`src/hw/mem_adapter_pkg.sv`:
```
// shared widths, enums, request and return structs for the memory adapter; import where needed
package mem_adapter_pkg;

  localparam int unsigned WORD_W     = 64;
  localparam int unsigned LINE_WORDS = 4;
  localparam int unsigned PADDR_W    = 32;
  localparam int unsigned TID_W      = 2;
  localparam int unsigned BLEN_W     = $clog2(LINE_WORDS);
  localparam int unsigned REQ_DEPTH  = 2;
  localparam int unsigned META_DEPTH = 4;

  // byte offset within a word and within a line
  localparam int unsigned BYTE_OFFS_W = $clog2(WORD_W / 8);
  localparam int unsigned LINE_OFFS_W = BYTE_OFFS_W + $clog2(LINE_WORDS);

  localparam logic BUS_ID_ICACHE = 1'b0;
  localparam logic BUS_ID_DCACHE = 1'b1;

  typedef enum logic {
    DC_LOAD  = 1'b0,
    DC_STORE = 1'b1
  } dcache_op_e;

  typedef enum logic {
    DC_LOAD_ACK  = 1'b0,
    DC_STORE_ACK = 1'b1
  } dcache_ack_e;

  typedef struct packed {
    logic [PADDR_W-1:0] paddr;
    logic               nc;
    logic [TID_W-1:0]   tid;
  } icache_req_t;

  typedef struct packed {
    logic [TID_W-1:0]                   tid;
    logic [LINE_WORDS-1:0][WORD_W-1:0]  data;
  } icache_rtrn_t;

  typedef struct packed {
    dcache_op_e         op;
    logic [PADDR_W-1:0] paddr;
    logic [1:0]         size;
    logic [WORD_W-1:0]  data;
    logic [TID_W-1:0]   tid;
  } dcache_req_t;

  typedef struct packed {
    dcache_ack_e        rtype;
    logic [TID_W-1:0]   tid;
    logic [WORD_W-1:0]  data;
  } dcache_rtrn_t;

  typedef struct packed {
    logic [PADDR_W-1:0] addr;
    logic [BLEN_W-1:0]  blen;
    logic [1:0]         size;
    logic               id;
  } bus_rd_req_t;

  typedef struct packed {
    logic [PADDR_W-1:0] addr;
    logic [WORD_W-1:0]  data;
    logic [7:0]         be;
    logic [1:0]         size;
    logic               id;
  } bus_wr_req_t;

  typedef struct packed {
    logic [WORD_W-1:0] data;
    logic              id;
    logic              last;
  } bus_rd_rsp_t;

  // size is log2 of the byte count, lanes are aligned to the size
  function automatic logic [7:0] be_from_size(input logic [2:0] offs, input logic [1:0] size);
    logic [7:0] be;
    unique case (size)
      2'b00:   be = 8'h01 << offs;
      2'b01:   be = 8'h03 << {offs[2:1], 1'b0};
      2'b10:   be = 8'h0f << {offs[2], 2'b00};
      default: be = 8'hff;
    endcase
    return be;
  endfunction

endpackage

```
`src/hw/sync_fifo.sv`:
```
// synchronous circular-buffer FIFO of any type and depth, head visible on data_o
module sync_fifo #(
  parameter type         data_t = logic,
  parameter int unsigned DEPTH  = 2
) (
  input  logic  clk_i,
  input  logic  rst_ni,
  input  logic  push_i,
  input  data_t data_i,
  input  logic  pop_i,
  output logic  full_o,
  output logic  empty_o,
  output data_t data_o
);

  localparam int unsigned PTR_W = (DEPTH > 1) ? $clog2(DEPTH) : 1;
  localparam int unsigned CNT_W = $clog2(DEPTH + 1);

  data_t            mem_q [DEPTH];
  logic [PTR_W-1:0] rd_ptr_q, wr_ptr_q;
  logic [CNT_W-1:0] cnt_q;

  assign full_o  = (cnt_q == CNT_W'(DEPTH));
  assign empty_o = (cnt_q == '0);
  assign data_o  = mem_q[rd_ptr_q];

  // storage
  always_ff @(posedge clk_i) begin
    if (push_i) begin
      mem_q[wr_ptr_q] <= data_i;
    end
  end

  always_ff @(posedge clk_i or negedge rst_ni) begin
    if (!rst_ni) begin
      rd_ptr_q <= '0;
      wr_ptr_q <= '0;
      cnt_q    <= '0;
    end else begin
      if (push_i) begin
        wr_ptr_q <= (wr_ptr_q == PTR_W'(DEPTH - 1)) ? '0 : wr_ptr_q + 1'b1;
      end
      if (pop_i) begin
        rd_ptr_q <= (rd_ptr_q == PTR_W'(DEPTH - 1)) ? '0 : rd_ptr_q + 1'b1;
      end
      // occupancy only moves when exactly one side is active
      if (push_i && !pop_i) begin
        cnt_q <= cnt_q + 1'b1;
      end else if (!push_i && pop_i) begin
        cnt_q <= cnt_q - 1'b1;
      end
    end
  end

  ////////////////////////////////////////////////////////////
  // checks
  ////////////////////////////////////////////////////////////

  a_no_push_full : assert property (@(posedge clk_i) disable iff (!rst_ni)
    !(push_i && full_o));

  a_no_pop_empty : assert property (@(posedge clk_i) disable iff (!rst_ni)
    !(pop_i && empty_o));

endmodule

```
`src/hw/ifill_port.sv`:
```
// instruction refill side: queues refill requests, tracks tids and assembles returned lines
module ifill_port (
  input  logic                          clk_i,
  input  logic                          rst_ni,
  input  logic                          icache_req_i,
  input  mem_adapter_pkg::icache_req_t  icache_i,
  output logic                          icache_ack_o,
  output logic                          req_vld_o,
  output mem_adapter_pkg::bus_rd_req_t  req_o,
  input  logic                          pop_i,
  input  logic                          rd_rsp_vld_i,
  input  mem_adapter_pkg::bus_rd_rsp_t  rd_rsp_i,
  output logic                          icache_rtrn_vld_o,
  output mem_adapter_pkg::icache_rtrn_t icache_rtrn_o
);
  import mem_adapter_pkg::*;

  icache_req_t                       head;
  logic                              req_full, req_empty;
  logic [TID_W-1:0]                  tid_head, tid_q;
  logic                              tid_full;
  logic                              beat_en, rtrn_vld_d, rtrn_vld_q;
  logic                              first_d, first_q;
  logic [LINE_WORDS-1:0][WORD_W-1:0] line_d, line_q;

  assign icache_ack_o = icache_req_i & ~req_full;

  sync_fifo #(
    .data_t (icache_req_t),
    .DEPTH  (REQ_DEPTH)
  ) i_req_fifo (
    .clk_i   (clk_i),
    .rst_ni  (rst_ni),
    .push_i  (icache_ack_o),
    .data_i  (icache_i),
    .pop_i   (pop_i),
    .full_o  (req_full),
    .empty_o (req_empty),
    .data_o  (head)
  );

  // one tid per granted refill, released on the last beat
  sync_fifo #(
    .data_t (logic [TID_W-1:0]),
    .DEPTH  (META_DEPTH)
  ) i_tid_fifo (
    .clk_i   (clk_i),
    .rst_ni  (rst_ni),
    .push_i  (pop_i),
    .data_i  (head.tid),
    .pop_i   (rtrn_vld_d),
    .full_o  (tid_full),
    .empty_o (),
    .data_o  (tid_head)
  );

  ////////////////////////////////////////////////////////////
  // request side
  ////////////////////////////////////////////////////////////

  assign req_vld_o = ~req_empty & ~tid_full;

  always_comb begin
    req_o      = '0;
    req_o.id   = BUS_ID_ICACHE;
    req_o.size = 2'b11;
    if (head.nc) begin
      req_o.addr = {head.paddr[PADDR_W-1:BYTE_OFFS_W], {BYTE_OFFS_W{1'b0}}};
      req_o.blen = '0;
    end else begin
      req_o.addr = {head.paddr[PADDR_W-1:LINE_OFFS_W], {LINE_OFFS_W{1'b0}}};
      req_o.blen = BLEN_W'(LINE_WORDS - 1);
    end
  end

  ////////////////////////////////////////////////////////////
  // return side
  ////////////////////////////////////////////////////////////

  assign beat_en    = rd_rsp_vld_i & (rd_rsp_i.id == BUS_ID_ICACHE);
  assign rtrn_vld_d = beat_en & rd_rsp_i.last;

  always_comb begin
    line_d  = line_q;
    first_d = first_q;
    if (beat_en) begin
      first_d = rd_rsp_i.last;
      line_d  = {rd_rsp_i.data, line_q[LINE_WORDS-1:1]};
      // a single-word transfer has to end up at offset 0
      if (first_q) begin
        line_d[0] = rd_rsp_i.data;
      end
    end
  end

  always_ff @(posedge clk_i or negedge rst_ni) begin
    if (!rst_ni) begin
      first_q    <= 1'b1;
      rtrn_vld_q <= 1'b0;
    end else begin
      first_q    <= first_d;
      rtrn_vld_q <= rtrn_vld_d;
    end
  end

  always_ff @(posedge clk_i) begin
    line_q <= line_d;
    if (rtrn_vld_d) begin
      tid_q <= tid_head;
    end
  end

  assign icache_rtrn_vld_o  = rtrn_vld_q;
  assign icache_rtrn_o.tid  = tid_q;
  assign icache_rtrn_o.data = line_q;

endmodule

```
`src/hw/dcache_port.sv`:
```
// data side: queues loads and stores, tracks read and write tids, builds load and store returns
module dcache_port (
  input  logic                          clk_i,
  input  logic                          rst_ni,
  input  logic                          dcache_req_i,
  input  mem_adapter_pkg::dcache_req_t  dcache_i,
  output logic                          dcache_ack_o,
  output logic                          rd_vld_o,
  output mem_adapter_pkg::bus_rd_req_t  rd_o,
  output logic                          wr_vld_o,
  output mem_adapter_pkg::bus_wr_req_t  wr_o,
  input  logic                          pop_i,
  input  logic                          rd_rsp_vld_i,
  input  mem_adapter_pkg::bus_rd_rsp_t  rd_rsp_i,
  input  logic                          wr_rsp_vld_i,
  output logic                          wr_rsp_rdy_o,
  output logic                          dcache_rtrn_vld_o,
  output mem_adapter_pkg::dcache_rtrn_t dcache_rtrn_o
);
  import mem_adapter_pkg::*;

  dcache_req_t       head;
  logic              req_full, req_empty, is_load;
  logic [TID_W-1:0]  rd_tid, wr_tid, tid_q;
  logic              rd_tid_full, wr_tid_full, wr_tid_empty;
  logic              rd_beat, load_done, store_done, rtrn_vld_q;
  dcache_ack_e       rtype_q;
  logic [WORD_W-1:0] data_q;

  assign dcache_ack_o = dcache_req_i & ~req_full;
  assign is_load      = (head.op == DC_LOAD);

  sync_fifo #(
    .data_t (dcache_req_t),
    .DEPTH  (REQ_DEPTH)
  ) i_req_fifo (
    .clk_i   (clk_i),
    .rst_ni  (rst_ni),
    .push_i  (dcache_ack_o),
    .data_i  (dcache_i),
    .pop_i   (pop_i),
    .full_o  (req_full),
    .empty_o (req_empty),
    .data_o  (head)
  );

  sync_fifo #(
    .data_t (logic [TID_W-1:0]),
    .DEPTH  (META_DEPTH)
  ) i_rd_tid_fifo (
    .clk_i   (clk_i),
    .rst_ni  (rst_ni),
    .push_i  (pop_i & is_load),
    .data_i  (head.tid),
    .pop_i   (load_done),
    .full_o  (rd_tid_full),
    .empty_o (),
    .data_o  (rd_tid)
  );

  sync_fifo #(
    .data_t (logic [TID_W-1:0]),
    .DEPTH  (META_DEPTH)
  ) i_wr_tid_fifo (
    .clk_i   (clk_i),
    .rst_ni  (rst_ni),
    .push_i  (pop_i & ~is_load),
    .data_i  (head.tid),
    .pop_i   (store_done),
    .full_o  (wr_tid_full),
    .empty_o (wr_tid_empty),
    .data_o  (wr_tid)
  );

  ////////////////////////////////////////////////////////////
  // request decode
  ////////////////////////////////////////////////////////////

  assign rd_vld_o = ~req_empty & is_load & ~rd_tid_full;
  assign wr_vld_o = ~req_empty & ~is_load & ~wr_tid_full;

  // loads are always a single beat
  assign rd_o.addr = head.paddr;
  assign rd_o.blen = '0;
  assign rd_o.size = head.size;
  assign rd_o.id   = BUS_ID_DCACHE;

  assign wr_o.addr = head.paddr;
  assign wr_o.data = head.data;
  assign wr_o.be   = be_from_size(head.paddr[2:0], head.size);
  assign wr_o.size = head.size;
  assign wr_o.id   = BUS_ID_DCACHE;

  ////////////////////////////////////////////////////////////
  // returns, read beats win over write responses
  ////////////////////////////////////////////////////////////

  assign rd_beat      = rd_rsp_vld_i & (rd_rsp_i.id == BUS_ID_DCACHE);
  assign load_done    = rd_beat & rd_rsp_i.last;
  assign wr_rsp_rdy_o = ~rd_beat;
  assign store_done   = wr_rsp_vld_i & wr_rsp_rdy_o;

  always_ff @(posedge clk_i or negedge rst_ni) begin
    if (!rst_ni) begin
      rtrn_vld_q <= 1'b0;
    end else begin
      rtrn_vld_q <= load_done | store_done;
    end
  end

  always_ff @(posedge clk_i) begin
    if (load_done) begin
      rtype_q <= DC_LOAD_ACK;
      tid_q   <= rd_tid;
      data_q  <= rd_rsp_i.data;
    end else if (store_done) begin
      rtype_q <= DC_STORE_ACK;
      tid_q   <= wr_tid;
    end
  end

  assign dcache_rtrn_vld_o   = rtrn_vld_q;
  assign dcache_rtrn_o.rtype = rtype_q;
  assign dcache_rtrn_o.tid   = tid_q;
  assign dcache_rtrn_o.data  = data_q;

  // a write response needs an outstanding granted store
  a_wr_rsp_has_tid : assert property (@(posedge clk_i) disable iff (!rst_ni)
    store_done |-> !wr_tid_empty);

endmodule

```
`src/hw/bus_arbiter.sv`:
```
// round-robin arbiter merging refill and data requests onto the bus read and write channels
module bus_arbiter (
  input  logic                         clk_i,
  input  logic                         rst_ni,
  input  logic                         ic_vld_i,
  input  mem_adapter_pkg::bus_rd_req_t ic_rd_i,
  input  logic                         dc_rd_vld_i,
  input  mem_adapter_pkg::bus_rd_req_t dc_rd_i,
  input  logic                         dc_wr_vld_i,
  input  mem_adapter_pkg::bus_wr_req_t dc_wr_i,
  output logic                         ic_pop_o,
  output logic                         dc_pop_o,
  output logic                         bus_rd_req_o,
  output mem_adapter_pkg::bus_rd_req_t bus_rd_o,
  input  logic                         bus_rd_gnt_i,
  output logic                         bus_wr_req_o,
  output mem_adapter_pkg::bus_wr_req_t bus_wr_o,
  input  logic                         bus_wr_gnt_i
);
  import mem_adapter_pkg::*;

  logic dc_vld, any_req, gnt;
  // select 0 is the refill port, 1 the data port
  logic sel, prio_q, lock_q, lock_sel_q;

  assign dc_vld  = dc_rd_vld_i | dc_wr_vld_i;
  assign any_req = ic_vld_i | dc_vld;

  always_comb begin
    if (lock_q) begin
      sel = lock_sel_q;
    end else if (ic_vld_i && dc_vld) begin
      sel = prio_q;
    end else begin
      sel = dc_vld;
    end
  end

  // channel muxing, the id is set from the selected port
  assign bus_rd_req_o = sel ? dc_rd_vld_i : ic_vld_i;
  assign bus_wr_req_o = sel & dc_wr_vld_i;

  always_comb begin
    bus_rd_o    = sel ? dc_rd_i : ic_rd_i;
    bus_rd_o.id = sel ? BUS_ID_DCACHE : BUS_ID_ICACHE;
    bus_wr_o    = dc_wr_i;
    bus_wr_o.id = BUS_ID_DCACHE;
  end

  assign gnt      = (bus_rd_req_o & bus_rd_gnt_i) | (bus_wr_req_o & bus_wr_gnt_i);
  assign ic_pop_o = gnt & ~sel;
  assign dc_pop_o = gnt & sel;

  always_ff @(posedge clk_i or negedge rst_ni) begin
    if (!rst_ni) begin
      prio_q     <= 1'b0;
      lock_q     <= 1'b0;
      lock_sel_q <= 1'b0;
    end else if (gnt) begin
      // move priority past the granted port
      prio_q <= ~sel;
      lock_q <= 1'b0;
    end else if (any_req) begin
      lock_q     <= 1'b1;
      lock_sel_q <= sel;
    end
  end

  ////////////////////////////////////////////////////////////
  // checks
  ////////////////////////////////////////////////////////////

  // after a grant the other waiting port goes next
  a_rr_to_dc : assert property (@(posedge clk_i) disable iff (!rst_ni)
    ic_pop_o && dc_vld |=> sel);

  a_rr_to_ic : assert property (@(posedge clk_i) disable iff (!rst_ni)
    dc_pop_o && ic_vld_i |=> !sel);

  // an ungranted read stays on the bus unchanged
  a_rd_hold : assert property (@(posedge clk_i) disable iff (!rst_ni)
    bus_rd_req_o && !bus_rd_gnt_i |=> bus_rd_req_o && $stable(bus_rd_o));

endmodule

```
`src/hw/mem_adapter.sv`:
```
// memory adapter top level joining the refill and data ports to one split read/write bus
module mem_adapter (
  input  logic                          clk_i,
  input  logic                          rst_ni,
  // instruction cache
  input  logic                          icache_req_i,
  input  mem_adapter_pkg::icache_req_t  icache_i,
  output logic                          icache_ack_o,
  output logic                          icache_rtrn_vld_o,
  output mem_adapter_pkg::icache_rtrn_t icache_rtrn_o,
  // data cache
  input  logic                          dcache_req_i,
  input  mem_adapter_pkg::dcache_req_t  dcache_i,
  output logic                          dcache_ack_o,
  output logic                          dcache_rtrn_vld_o,
  output mem_adapter_pkg::dcache_rtrn_t dcache_rtrn_o,
  // memory bus
  output logic                          bus_rd_req_o,
  output mem_adapter_pkg::bus_rd_req_t  bus_rd_o,
  input  logic                          bus_rd_gnt_i,
  output logic                          bus_wr_req_o,
  output mem_adapter_pkg::bus_wr_req_t  bus_wr_o,
  input  logic                          bus_wr_gnt_i,
  input  logic                          bus_rd_rsp_vld_i,
  input  mem_adapter_pkg::bus_rd_rsp_t  bus_rd_rsp_i,
  input  logic                          bus_wr_rsp_vld_i,
  input  logic                          bus_wr_rsp_id_i,
  output logic                          bus_wr_rsp_rdy_o
);
  import mem_adapter_pkg::*;

  logic        ic_vld, ic_pop, dc_rd_vld, dc_wr_vld, dc_pop;
  bus_rd_req_t ic_rd, dc_rd;
  bus_wr_req_t dc_wr;

  ifill_port i_ifill_port (
    .clk_i             (clk_i),
    .rst_ni            (rst_ni),
    .icache_req_i      (icache_req_i),
    .icache_i          (icache_i),
    .icache_ack_o      (icache_ack_o),
    .req_vld_o         (ic_vld),
    .req_o             (ic_rd),
    .pop_i             (ic_pop),
    .rd_rsp_vld_i      (bus_rd_rsp_vld_i),
    .rd_rsp_i          (bus_rd_rsp_i),
    .icache_rtrn_vld_o (icache_rtrn_vld_o),
    .icache_rtrn_o     (icache_rtrn_o)
  );

  // only the data port writes, so responses are qualified by its id
  dcache_port i_dcache_port (
    .clk_i             (clk_i),
    .rst_ni            (rst_ni),
    .dcache_req_i      (dcache_req_i),
    .dcache_i          (dcache_i),
    .dcache_ack_o      (dcache_ack_o),
    .rd_vld_o          (dc_rd_vld),
    .rd_o              (dc_rd),
    .wr_vld_o          (dc_wr_vld),
    .wr_o              (dc_wr),
    .pop_i             (dc_pop),
    .rd_rsp_vld_i      (bus_rd_rsp_vld_i),
    .rd_rsp_i          (bus_rd_rsp_i),
    .wr_rsp_vld_i      (bus_wr_rsp_vld_i && (bus_wr_rsp_id_i == BUS_ID_DCACHE)),
    .wr_rsp_rdy_o      (bus_wr_rsp_rdy_o),
    .dcache_rtrn_vld_o (dcache_rtrn_vld_o),
    .dcache_rtrn_o     (dcache_rtrn_o)
  );

  bus_arbiter i_bus_arbiter (
    .clk_i        (clk_i),
    .rst_ni       (rst_ni),
    .ic_vld_i     (ic_vld),
    .ic_rd_i      (ic_rd),
    .dc_rd_vld_i  (dc_rd_vld),
    .dc_rd_i      (dc_rd),
    .dc_wr_vld_i  (dc_wr_vld),
    .dc_wr_i      (dc_wr),
    .ic_pop_o     (ic_pop),
    .dc_pop_o     (dc_pop),
    .bus_rd_req_o (bus_rd_req_o),
    .bus_rd_o     (bus_rd_o),
    .bus_rd_gnt_i (bus_rd_gnt_i),
    .bus_wr_req_o (bus_wr_req_o),
    .bus_wr_o     (bus_wr_o),
    .bus_wr_gnt_i (bus_wr_gnt_i)
  );

endmodule

```
`config.mk`:
```
export PLATFORM = sky130hd
export DESIGN_NAME = mem_adapter
export DESIGN_NICKNAME = d
export VERILOG_FILES = /design/src/hw/mem_adapter_pkg.sv /design/src/hw/sync_fifo.sv /design/src/hw/ifill_port.sv /design/src/hw/dcache_port.sv /design/src/hw/bus_arbiter.sv /design/src/hw/mem_adapter.sv
export SDC_FILE = /design/constraint.sdc
export NUM_CORES = 1
export LEC_CHECK = 0
export BUFFER_PORTS_ARGS = -buffer_cell sky130_fd_sc_hd__buf_2
export CORE_AREA = 2 2 264 266
export CTS_CLUSTER_DIAMETER = 150
export DETAILED_ROUTE_END_ITERATION = 8
export DIE_AREA = 0 0 266 268
export GPL_TIMING_DRIVEN = 0
export HOLD_SLACK_MARGIN = 0.12
export MAX_ROUTING_LAYER = met4
export SYNTH_ARGS = -nofsm -noshare
export SYNTH_HDL_FRONTEND = slang
export SYNTH_SLANG_ARGS = --single-unit
export TNS_END_PERCENT = 5
```
`constraint.sdc`:
```
create_clock -name clk_i -period 9.2 [get_ports clk_i]
set_input_delay 0 -clock clk_i [delete_from_list [all_inputs] [get_ports clk_i]]
set_output_delay 0 -clock clk_i [all_outputs]
set_load 0.1 [all_outputs]
```
# After elaboration in Yosys (flattened, before gate mapping)
# Memory sizes are Yosys's and may differ from the RTL's. A register that Yosys moved wholly into a read port is not among the register bits.
# Index checks and enable logic that the tools add are counted.
dict set report word_totals {
  mem_bits_rw 296
  inputBits 211
  register_bits 358
  n_memories 5
}
# name depth width read_ports rd_ports_with_merged_regs write_ports line
set mem_list {}
lappend mem_list {i_dcache_port.i_req_fifo.mem_q 2 101 1 0 1 sync_fifo.sv:19} ;# data_t mem_q [DEPTH];
lappend mem_list {i_ifill_port.i_req_fifo.mem_q 2 35 1 0 1 sync_fifo.sv:19}
lappend mem_list {i_dcache_port.i_rd_tid_fifo.mem_q 4 2 1 0 1 sync_fifo.sv:19}
lappend mem_list {i_dcache_port.i_wr_tid_fifo.mem_q 4 2 1 0 1 sync_fifo.sv:19}
lappend mem_list {i_ifill_port.i_tid_fifo.mem_q 4 2 1 1 1 sync_fifo.sv:19}
dict set report op_classes {
  n_bitwise 35
  addsub 20
  shifts 3
  n_eq_ne 13
  mux 42
  n_reduce_logical 32
}
# operator n
set ops {}
lappend ops {{$mux W64} 1}
lappend ops {{$mux W37} 1}
lappend ops {{$mux W2} 12}
lappend ops {{$pmux W8 S3} 1}
lappend ops {{$mux W1} 20}
lappend ops {{$and A1 B1 Y1} 19}
lappend ops {{$eq A2 B2 Y1 const B} 9}
lappend ops {{$mux W3} 6}
lappend ops {{$add A2 B1 Y2 const B} 8}
lappend ops {{$reduce_bool A2 Y1} 7}
lappend ops {{$logic_and A1 B1 Y1} 12}
lappend ops {{$not A1 Y1} 12}
lappend ops {{$add A3 B1 Y3 const B} 3}
lappend ops {{$eq A3 B3 Y1 const B} 3}
lappend ops {{$logic_not A1 Y1} 9}
lappend ops {{$sub A3 B1 Y3 const B} 3}
lappend ops {{$shl A1 B3 Y8 const A} 1}
lappend ops {{$shl A2 B3 Y8 const A} 1}
lappend ops {{$shl A4 B3 Y8 const A} 1}
lappend ops {{$mux W7} 1}
lappend ops {{$logic_not A2 Y1} 3}
lappend ops {{$add A1 B1 Y1 const B} 4}
lappend ops {{$or A1 B1 Y1} 4}
lappend ops {{$sub A2 B1 Y2 const B} 2}
lappend ops {{other kinds (2)} 2}

# Logic depth before layout (Yosys ltp)
dict set report depth {
  ltp_word 17
  depth_mapped 11
  mapped_depth_nobuf 10
}

# Hierarchy
# From an unflattened synthesis, not the netlist that was laid out.
dict set report unflattened {
  cells_unflattened 1262
  hier_area_um2 25659.6
}
# mod n_inst cells_each area_each_um2
set by_module_without_submodules {}
lappend by_module_without_submodules {ifill_port 1 348 8886.0}
lappend by_module_without_submodules {{sync_fifo at i_dcache_port.i_req_fifo} 1 330 7797.5}
lappend by_module_without_submodules {{sync_fifo at i_ifill_port.i_req_fifo} 1 125 2862.7}
lappend by_module_without_submodules {dcache_port 1 144 2507.4}
lappend by_module_without_submodules {bus_arbiter 1 174 1486.4}
lappend by_module_without_submodules {{sync_fifo at i_dcache_port.i_rd_tid_fifo ...} 2 47 704.4}
lappend by_module_without_submodules {{sync_fifo at i_ifill_port.i_tid_fifo} 1 46 704.4}
lappend by_module_without_submodules {mem_adapter 1 1 6.3}

# Worst setup path after synthesis
# Ideal clock, no wire load.
dict set report synth_timing {
  path_kind {in2reg}
  start {input bus_rd_rsp_i[1] (netlist bit)}
  end {register i_ifill_port.i_tid_fifo.cnt_q[1]}
  stages 6
  setup_slack_ns -5.590
  arrival_time_ns 14.666
  setup_ns 0.125
  cell_sequence {nor2b_1 nand2_1 ha_1 inv_1 fa_1 mux2_2}
}
dict set report synth_between {
  elab_chain_cells 6
  elab_cells_between_ends 8
}
# item line
set synth_rtl {}
lappend synth_rtl {{start: declaration} mem_adapter.sv:25} ;# input mem_adapter_pkg::bus_rd_rsp_t bus_rd_rsp_i,
lappend synth_rtl {{$not A1 Y1 *} ifill_port.sv:80} ;# assign beat_en = rd_rsp_vld_i & (rd_rsp_i.id == BUS_ID_ICACHE);
lappend synth_rtl {{$and A1 B1 Y1 *} ifill_port.sv:80}
lappend synth_rtl {{$and A1 B1 Y1 *} ifill_port.sv:81} ;# assign rtrn_vld_d = beat_en & rd_rsp_i.last;
lappend synth_rtl {{$logic_not A1 Y1} sync_fifo.sv:47} ;# if (push_i && !pop_i) begin
lappend synth_rtl {{$logic_and A1 B1 Y1} sync_fifo.sv:47}
lappend synth_rtl {{$mux W3 / $reduce_bool A2 Y1 (equally long branches)} -}
lappend synth_rtl {{end signal: assignment} sync_fifo.sv:48} ;# cnt_q <= cnt_q + 1'b1;
lappend synth_rtl {{end signal: assignment} sync_fifo.sv:50} ;# cnt_q <= cnt_q - 1'b1;
lappend synth_rtl {{end: declaration} sync_fifo.sv:21} ;# logic [CNT_W-1:0] cnt_q;
# Mark *: on every way between the ends. The rest lies on a longest branch, timed or not.
# A chain may end at the register's enable or synchronous reset.

==> PnR_summary.wiki <==
{| class="wikitable"
! Metric !! Value
|-
| Warning count from the yosys run || 0
|-
| RSZ-0062 raised after global routing || false
|-
| Count of flip-flops with a built-in enable after synthesis || 614
|-
| Outcome || finished clean
|-
| CTS resizes || 0
|-
| Area of the core || 68230 sq um
|-
| DP Wirelength || 48130 microns
|-
| Clock root cell || sky130_fd_sc_hd__clkbuf_16
|-
| Layout area overhead || 43.22%
|-
| Arrival @ worst endpoint || 3.83 ns
|-
| Post-synthesis net count || 1433
|-
| Initial DRT Pass Iterations || 5
|-
| Vias || 14930
|-
| Data required time at the worst endpoint || 9.20 ns
|-
| Reported max-cap violation count || 0
|-
| Global placement routability congestion || 0.8624
|-
| CP endpoint kind || output pin
|-
| Type of the worst setup path || reg -> out
|-
| Power Total || 0.01252 W
|-
| Iteration-0 DRC Markers || 1071
|-
| Cell family with the largest share of critical-path delay || buffers and inverters
|-
| Post-Syn Area per Cell || 20.18 sq um
|-
| Largest fanout of any net on the critical path || 10
|-
| Die width || 266 microns
|-
| IO Count || 687
|-
| Number of buffers and inverters on the critical path || 2
|-
| Die area || 71290 sq um
|-
| GRT Overall Usage || 18.99%
|-
| Average vias per placed instance || 4.614
|-
| Critical path cell sequence || mux2i_1 -> mux2_2 -> o41ai_4 -> clkbuf_1 -> nand2_1 -> o31ai_1 -> buf_2
|-
| Worst r2r src || i_dcache_port.i_req_fifo.rd_ptr_q
|-
| Number of global-route vias before repair || 15650
|-
| Starting density of the core || 35.47%
|-
| Final hold slack || 0.1039 ns
|-
| Adder-Cell Fraction of Synth Area || 1.282%
|-
| Top-count cell post-synth || sky130_fd_sc_hd__edfxtp_1
|-
| Cell types with the highest counts after synthesis || 614 x sky130_fd_sc_hd__edfxtp_1, 230 x sky130_fd_sc_hd__mux2_2, 102 x sky130_fd_sc_hd__buf_4, 34 x sky130_fd_sc_hd__dfrtp_1, 26 x sky130_fd_sc_hd__nor2_1
|-
| R2R setup slack || 5.82 ns
|-
| Max rail drop VDD || 0.5981 mV
|-
| Initial antenna violation count || 6
|-
| Routed WL || 68900 microns
|-
| Cell depth of the worst flop-to-flop path || 11
|-
| Number of instances in the placed design || 2777
|-
| End of the worst register-to-register path || i_dcache_port.i_rd_tid_fifo.cnt_q[2]
|-
| TNS Setup || 0 ns
|-
| Static leakage || 13.59 nW
|-
| Std cell rows || 96
|-
| Number of filler cells placed in the layout || 5639
|-
| Fraction of the mapped netlist area in compound gates || 0.8273%
|-
| Synth area leaders || sky130_fd_sc_hd__edfxtp_1 76%, sky130_fd_sc_hd__mux2_2 11%, sky130_fd_sc_hd__dfrtp_1 3.5%, sky130_fd_sc_hd__buf_4 3.2%, sky130_fd_sc_hd__ha_1 1.0%
|-
| Cell accounting for the most synthesized area || sky130_fd_sc_hd__edfxtp_1
|-
| Slowest CP cell || sky130_fd_sc_hd__o41ai_4
|-
| Max Fclk || 261.3 MHz
|-
| CP Depth || 7
|-
| Area of the mapped netlist || 24200 sq um
|-
| Post-detailed-route DRC marker count || 0
|-
| Worst Hold Class || in -> async
|-
| Count of final setup violators || 0
|-
| WL per Instance || 21.28 microns
|-
| CTS hold repair buffers || 321
|-
| Parity-gate share of the synthesized area counting xor and xnor cells || 0.6877%
|-
| Largest family of logic cells by synthesized area || multiplexers
|-
| Delay of the slowest cell on the worst path || 0.61 ns
|-
| Clock transition at the registers of the reported paths || 0.06 ns
|-
| First-pass GRT wire length || 97190 microns
|-
| Worst-Skew Late Latency || 0.60 ns
|-
| Total congestion overflow || 0
|-
| Slew at the pin with the worst max-slew slack || 0.9251 ns
|-
| Main flop type after synthesis || sky130_fd_sc_hd__edfxtp_1
|-
| Final critical-path required period || 3.827 ns
|-
| CTS buffer count || 71
|-
| Vertical extent of the die || 268 microns
|-
| Count of final max-slew check failures || 0
|-
| Cell count after synthesis || 1199
|-
| Largest net degree at the start of global routing || 56
|-
| Sequential share of the synthesized area || 79.90%
|-
| CTS tree || yes
|-
| Async SR Flop Fraction || 5.385%
|-
| Proportion of layout cells with a drive suffix above 1 || 49.19%
|-
| Port-buffer cells || 682
|-
| Synth top area share || 76.19%
|-
| Count of unique library cells instantiated by Yosys || 42
|-
| CTS H-tree lvls || 3
|-
| Category of the worst setup path launch point || flop
|-
| Clock Sink Count || 650
|-
| Maximum buffer depth of the clock tree || 3
|-
| Headroom to the max-slew limit || 37.85%
|-
| Power per standard cell area || 361.2 nW/um^2
|-
| Number of flip-flops and latches in the synthesized netlist || 650
|-
| Clock skew after layout || 0.01853 ns
|-
| Final hold violation count || 0
|-
| Remaining antenna violation count after routing || 0
|-
| Simple-gate area share of the yosys netlist || 1.711%
|-
| Total number of nets in the final design || 2524
|-
| Mux contribution to synthesized area || 11.64%
|-
| Final cell count without fillers || 3237
|-
| Share of the clock period used by the worst path || 41.60%
|-
| Post-CTS setup buffer count || 0
|}
==> worst reg2reg max path: stages (launching register included) <==
cell and delay [ns]:
sky130_fd_sc_hd__dfrtp_1 0.43, sky130_fd_sc_hd__mux2i_1 0.35, sky130_fd_sc_hd__mux2_2 0.42, sky130_fd_sc_hd__o41ai_4 0.61
sky130_fd_sc_hd__and3_1 0.26, sky130_fd_sc_hd__buf_2 0.18, sky130_fd_sc_hd__ha_1 0.20, sky130_fd_sc_hd__inv_1 0.06
sky130_fd_sc_hd__fa_1 0.37, sky130_fd_sc_hd__xor2_1 0.17, sky130_fd_sc_hd__nor2_1 0.11, sky130_fd_sc_hd__xor2_1 0.16
==> cell usage in the layout, fill, tap and decap left out, types with 13 or more instances in the layout <==
cell / n
sky130_fd_sc_hd__and2_1: 15
sky130_fd_sc_hd__buf_12: 13
sky130_fd_sc_hd__buf_2: 686
sky130_fd_sc_hd__buf_4: 102
sky130_fd_sc_hd__clkbuf_1: 31
sky130_fd_sc_hd__clkbuf_16: 74
sky130_fd_sc_hd__clkinv_1: 15
sky130_fd_sc_hd__clkinv_2: 13
sky130_fd_sc_hd__dfrtp_1: 34
sky130_fd_sc_hd__dlygate4sd3_1: 321
sky130_fd_sc_hd__edfxtp_1: 614
sky130_fd_sc_hd__ha_1: 20
sky130_fd_sc_hd__inv_1: 20
sky130_fd_sc_hd__mux2_2: 230
sky130_fd_sc_hd__nand2_1: 14
sky130_fd_sc_hd__nor2_1: 24
==> final cells by class <==
class	instances	area [sq um]	area share (%)
Buffer	129	872.1	2.516
Multi-Input combinational cell	399	3939	11.37
Tap cell	882	1104	3.184
Clock inverter	44	439.2	1.267
Antenna cell	7	17.52	0.05054
Timing Repair Buffer	1018	6942	20.03
Inverter	21	78.83	0.2274
Sequential cell	650	19330	55.79
Clock buffer	87	1931	5.571
==> worst max-delay path by stage <==
stage                                            end                              start
floorplan           i_ifill_port.i_tid_fifo.cnt_q[1]                   bus_rd_rsp_vld_i
global placement    i_ifill_port.i_tid_fifo.cnt_q[1]                   bus_rd_rsp_vld_i
detailed placement  i_ifill_port.i_tid_fifo.cnt_q[1]  i_dcache_port.i_req_fifo.rd_ptr_q
CTS                                      bus_rd_o[8]  i_dcache_port.i_req_fifo.rd_ptr_q
global route                             bus_rd_o[8]  i_dcache_port.i_req_fifo.rd_ptr_q
finish                                   bus_rd_o[8]  i_dcache_port.i_req_fifo.rd_ptr_q
==> routing by layer <==
layer  routed length [microns]  track usage, %  vias up
met5                         0               -        -
met4                      3881           10.58        0
met3                      4963           4.976      149
met2                     35170           32.89      632
met1                     24880           19.68     7455
li1                          -               -     6698
==> registers in the layout, indices dropped and copies added, names as in the netlist, 3 cells and up <==
signal,count
i_ifill_port.i_req_fifo.mem_q,64
i_ifill_port.i_tid_fifo.cnt_q,3
i_ifill_port.icache_rtrn_o,256
i_dcache_port.i_wr_tid_fifo.cnt_q,3
i_dcache_port.i_rd_tid_fifo.mem_q,8
i_dcache_port.data_q,64
i_dcache_port.i_wr_tid_fifo.mem_q,8
i_dcache_port.i_rd_tid_fifo.cnt_q,3
i_dcache_port.i_req_fifo.mem_q,202
i_ifill_port.i_tid_fifo.mem_q,8
==> logic make-up (layout without fill, tap and decap cells) <==
family,count (synthesis),after routing
other,1,8
and+or+nand+nor,82,82
DFF,650,650
muxes,245,245
buffers and inverters,150,1299
AOI/OAI and AO/OA,29,29
adders and majority gates,23,23
xor gates and xnor gates,19,19
==> metrics by stage <==
step                setup slack [ns]  util, %  instance area (sq um)
floorplan                     0.2267        -                  24200
finish                         5.373    50.80                  34660
global placement              -5.238    42.09                  28720
global route                   5.163    50.79                  34650
detailed placement             5.776    42.56                  29040
CTS                            5.195    50.76                  34630
==> report_power, final <==
part           switching, W  internal, W
Combinational       0.00440      0.00134
Clock               0.00119      0.00168
Sequential         0.000165      0.00375
Total               0.00575      0.00677
Power figures use the tool's default switching activity.
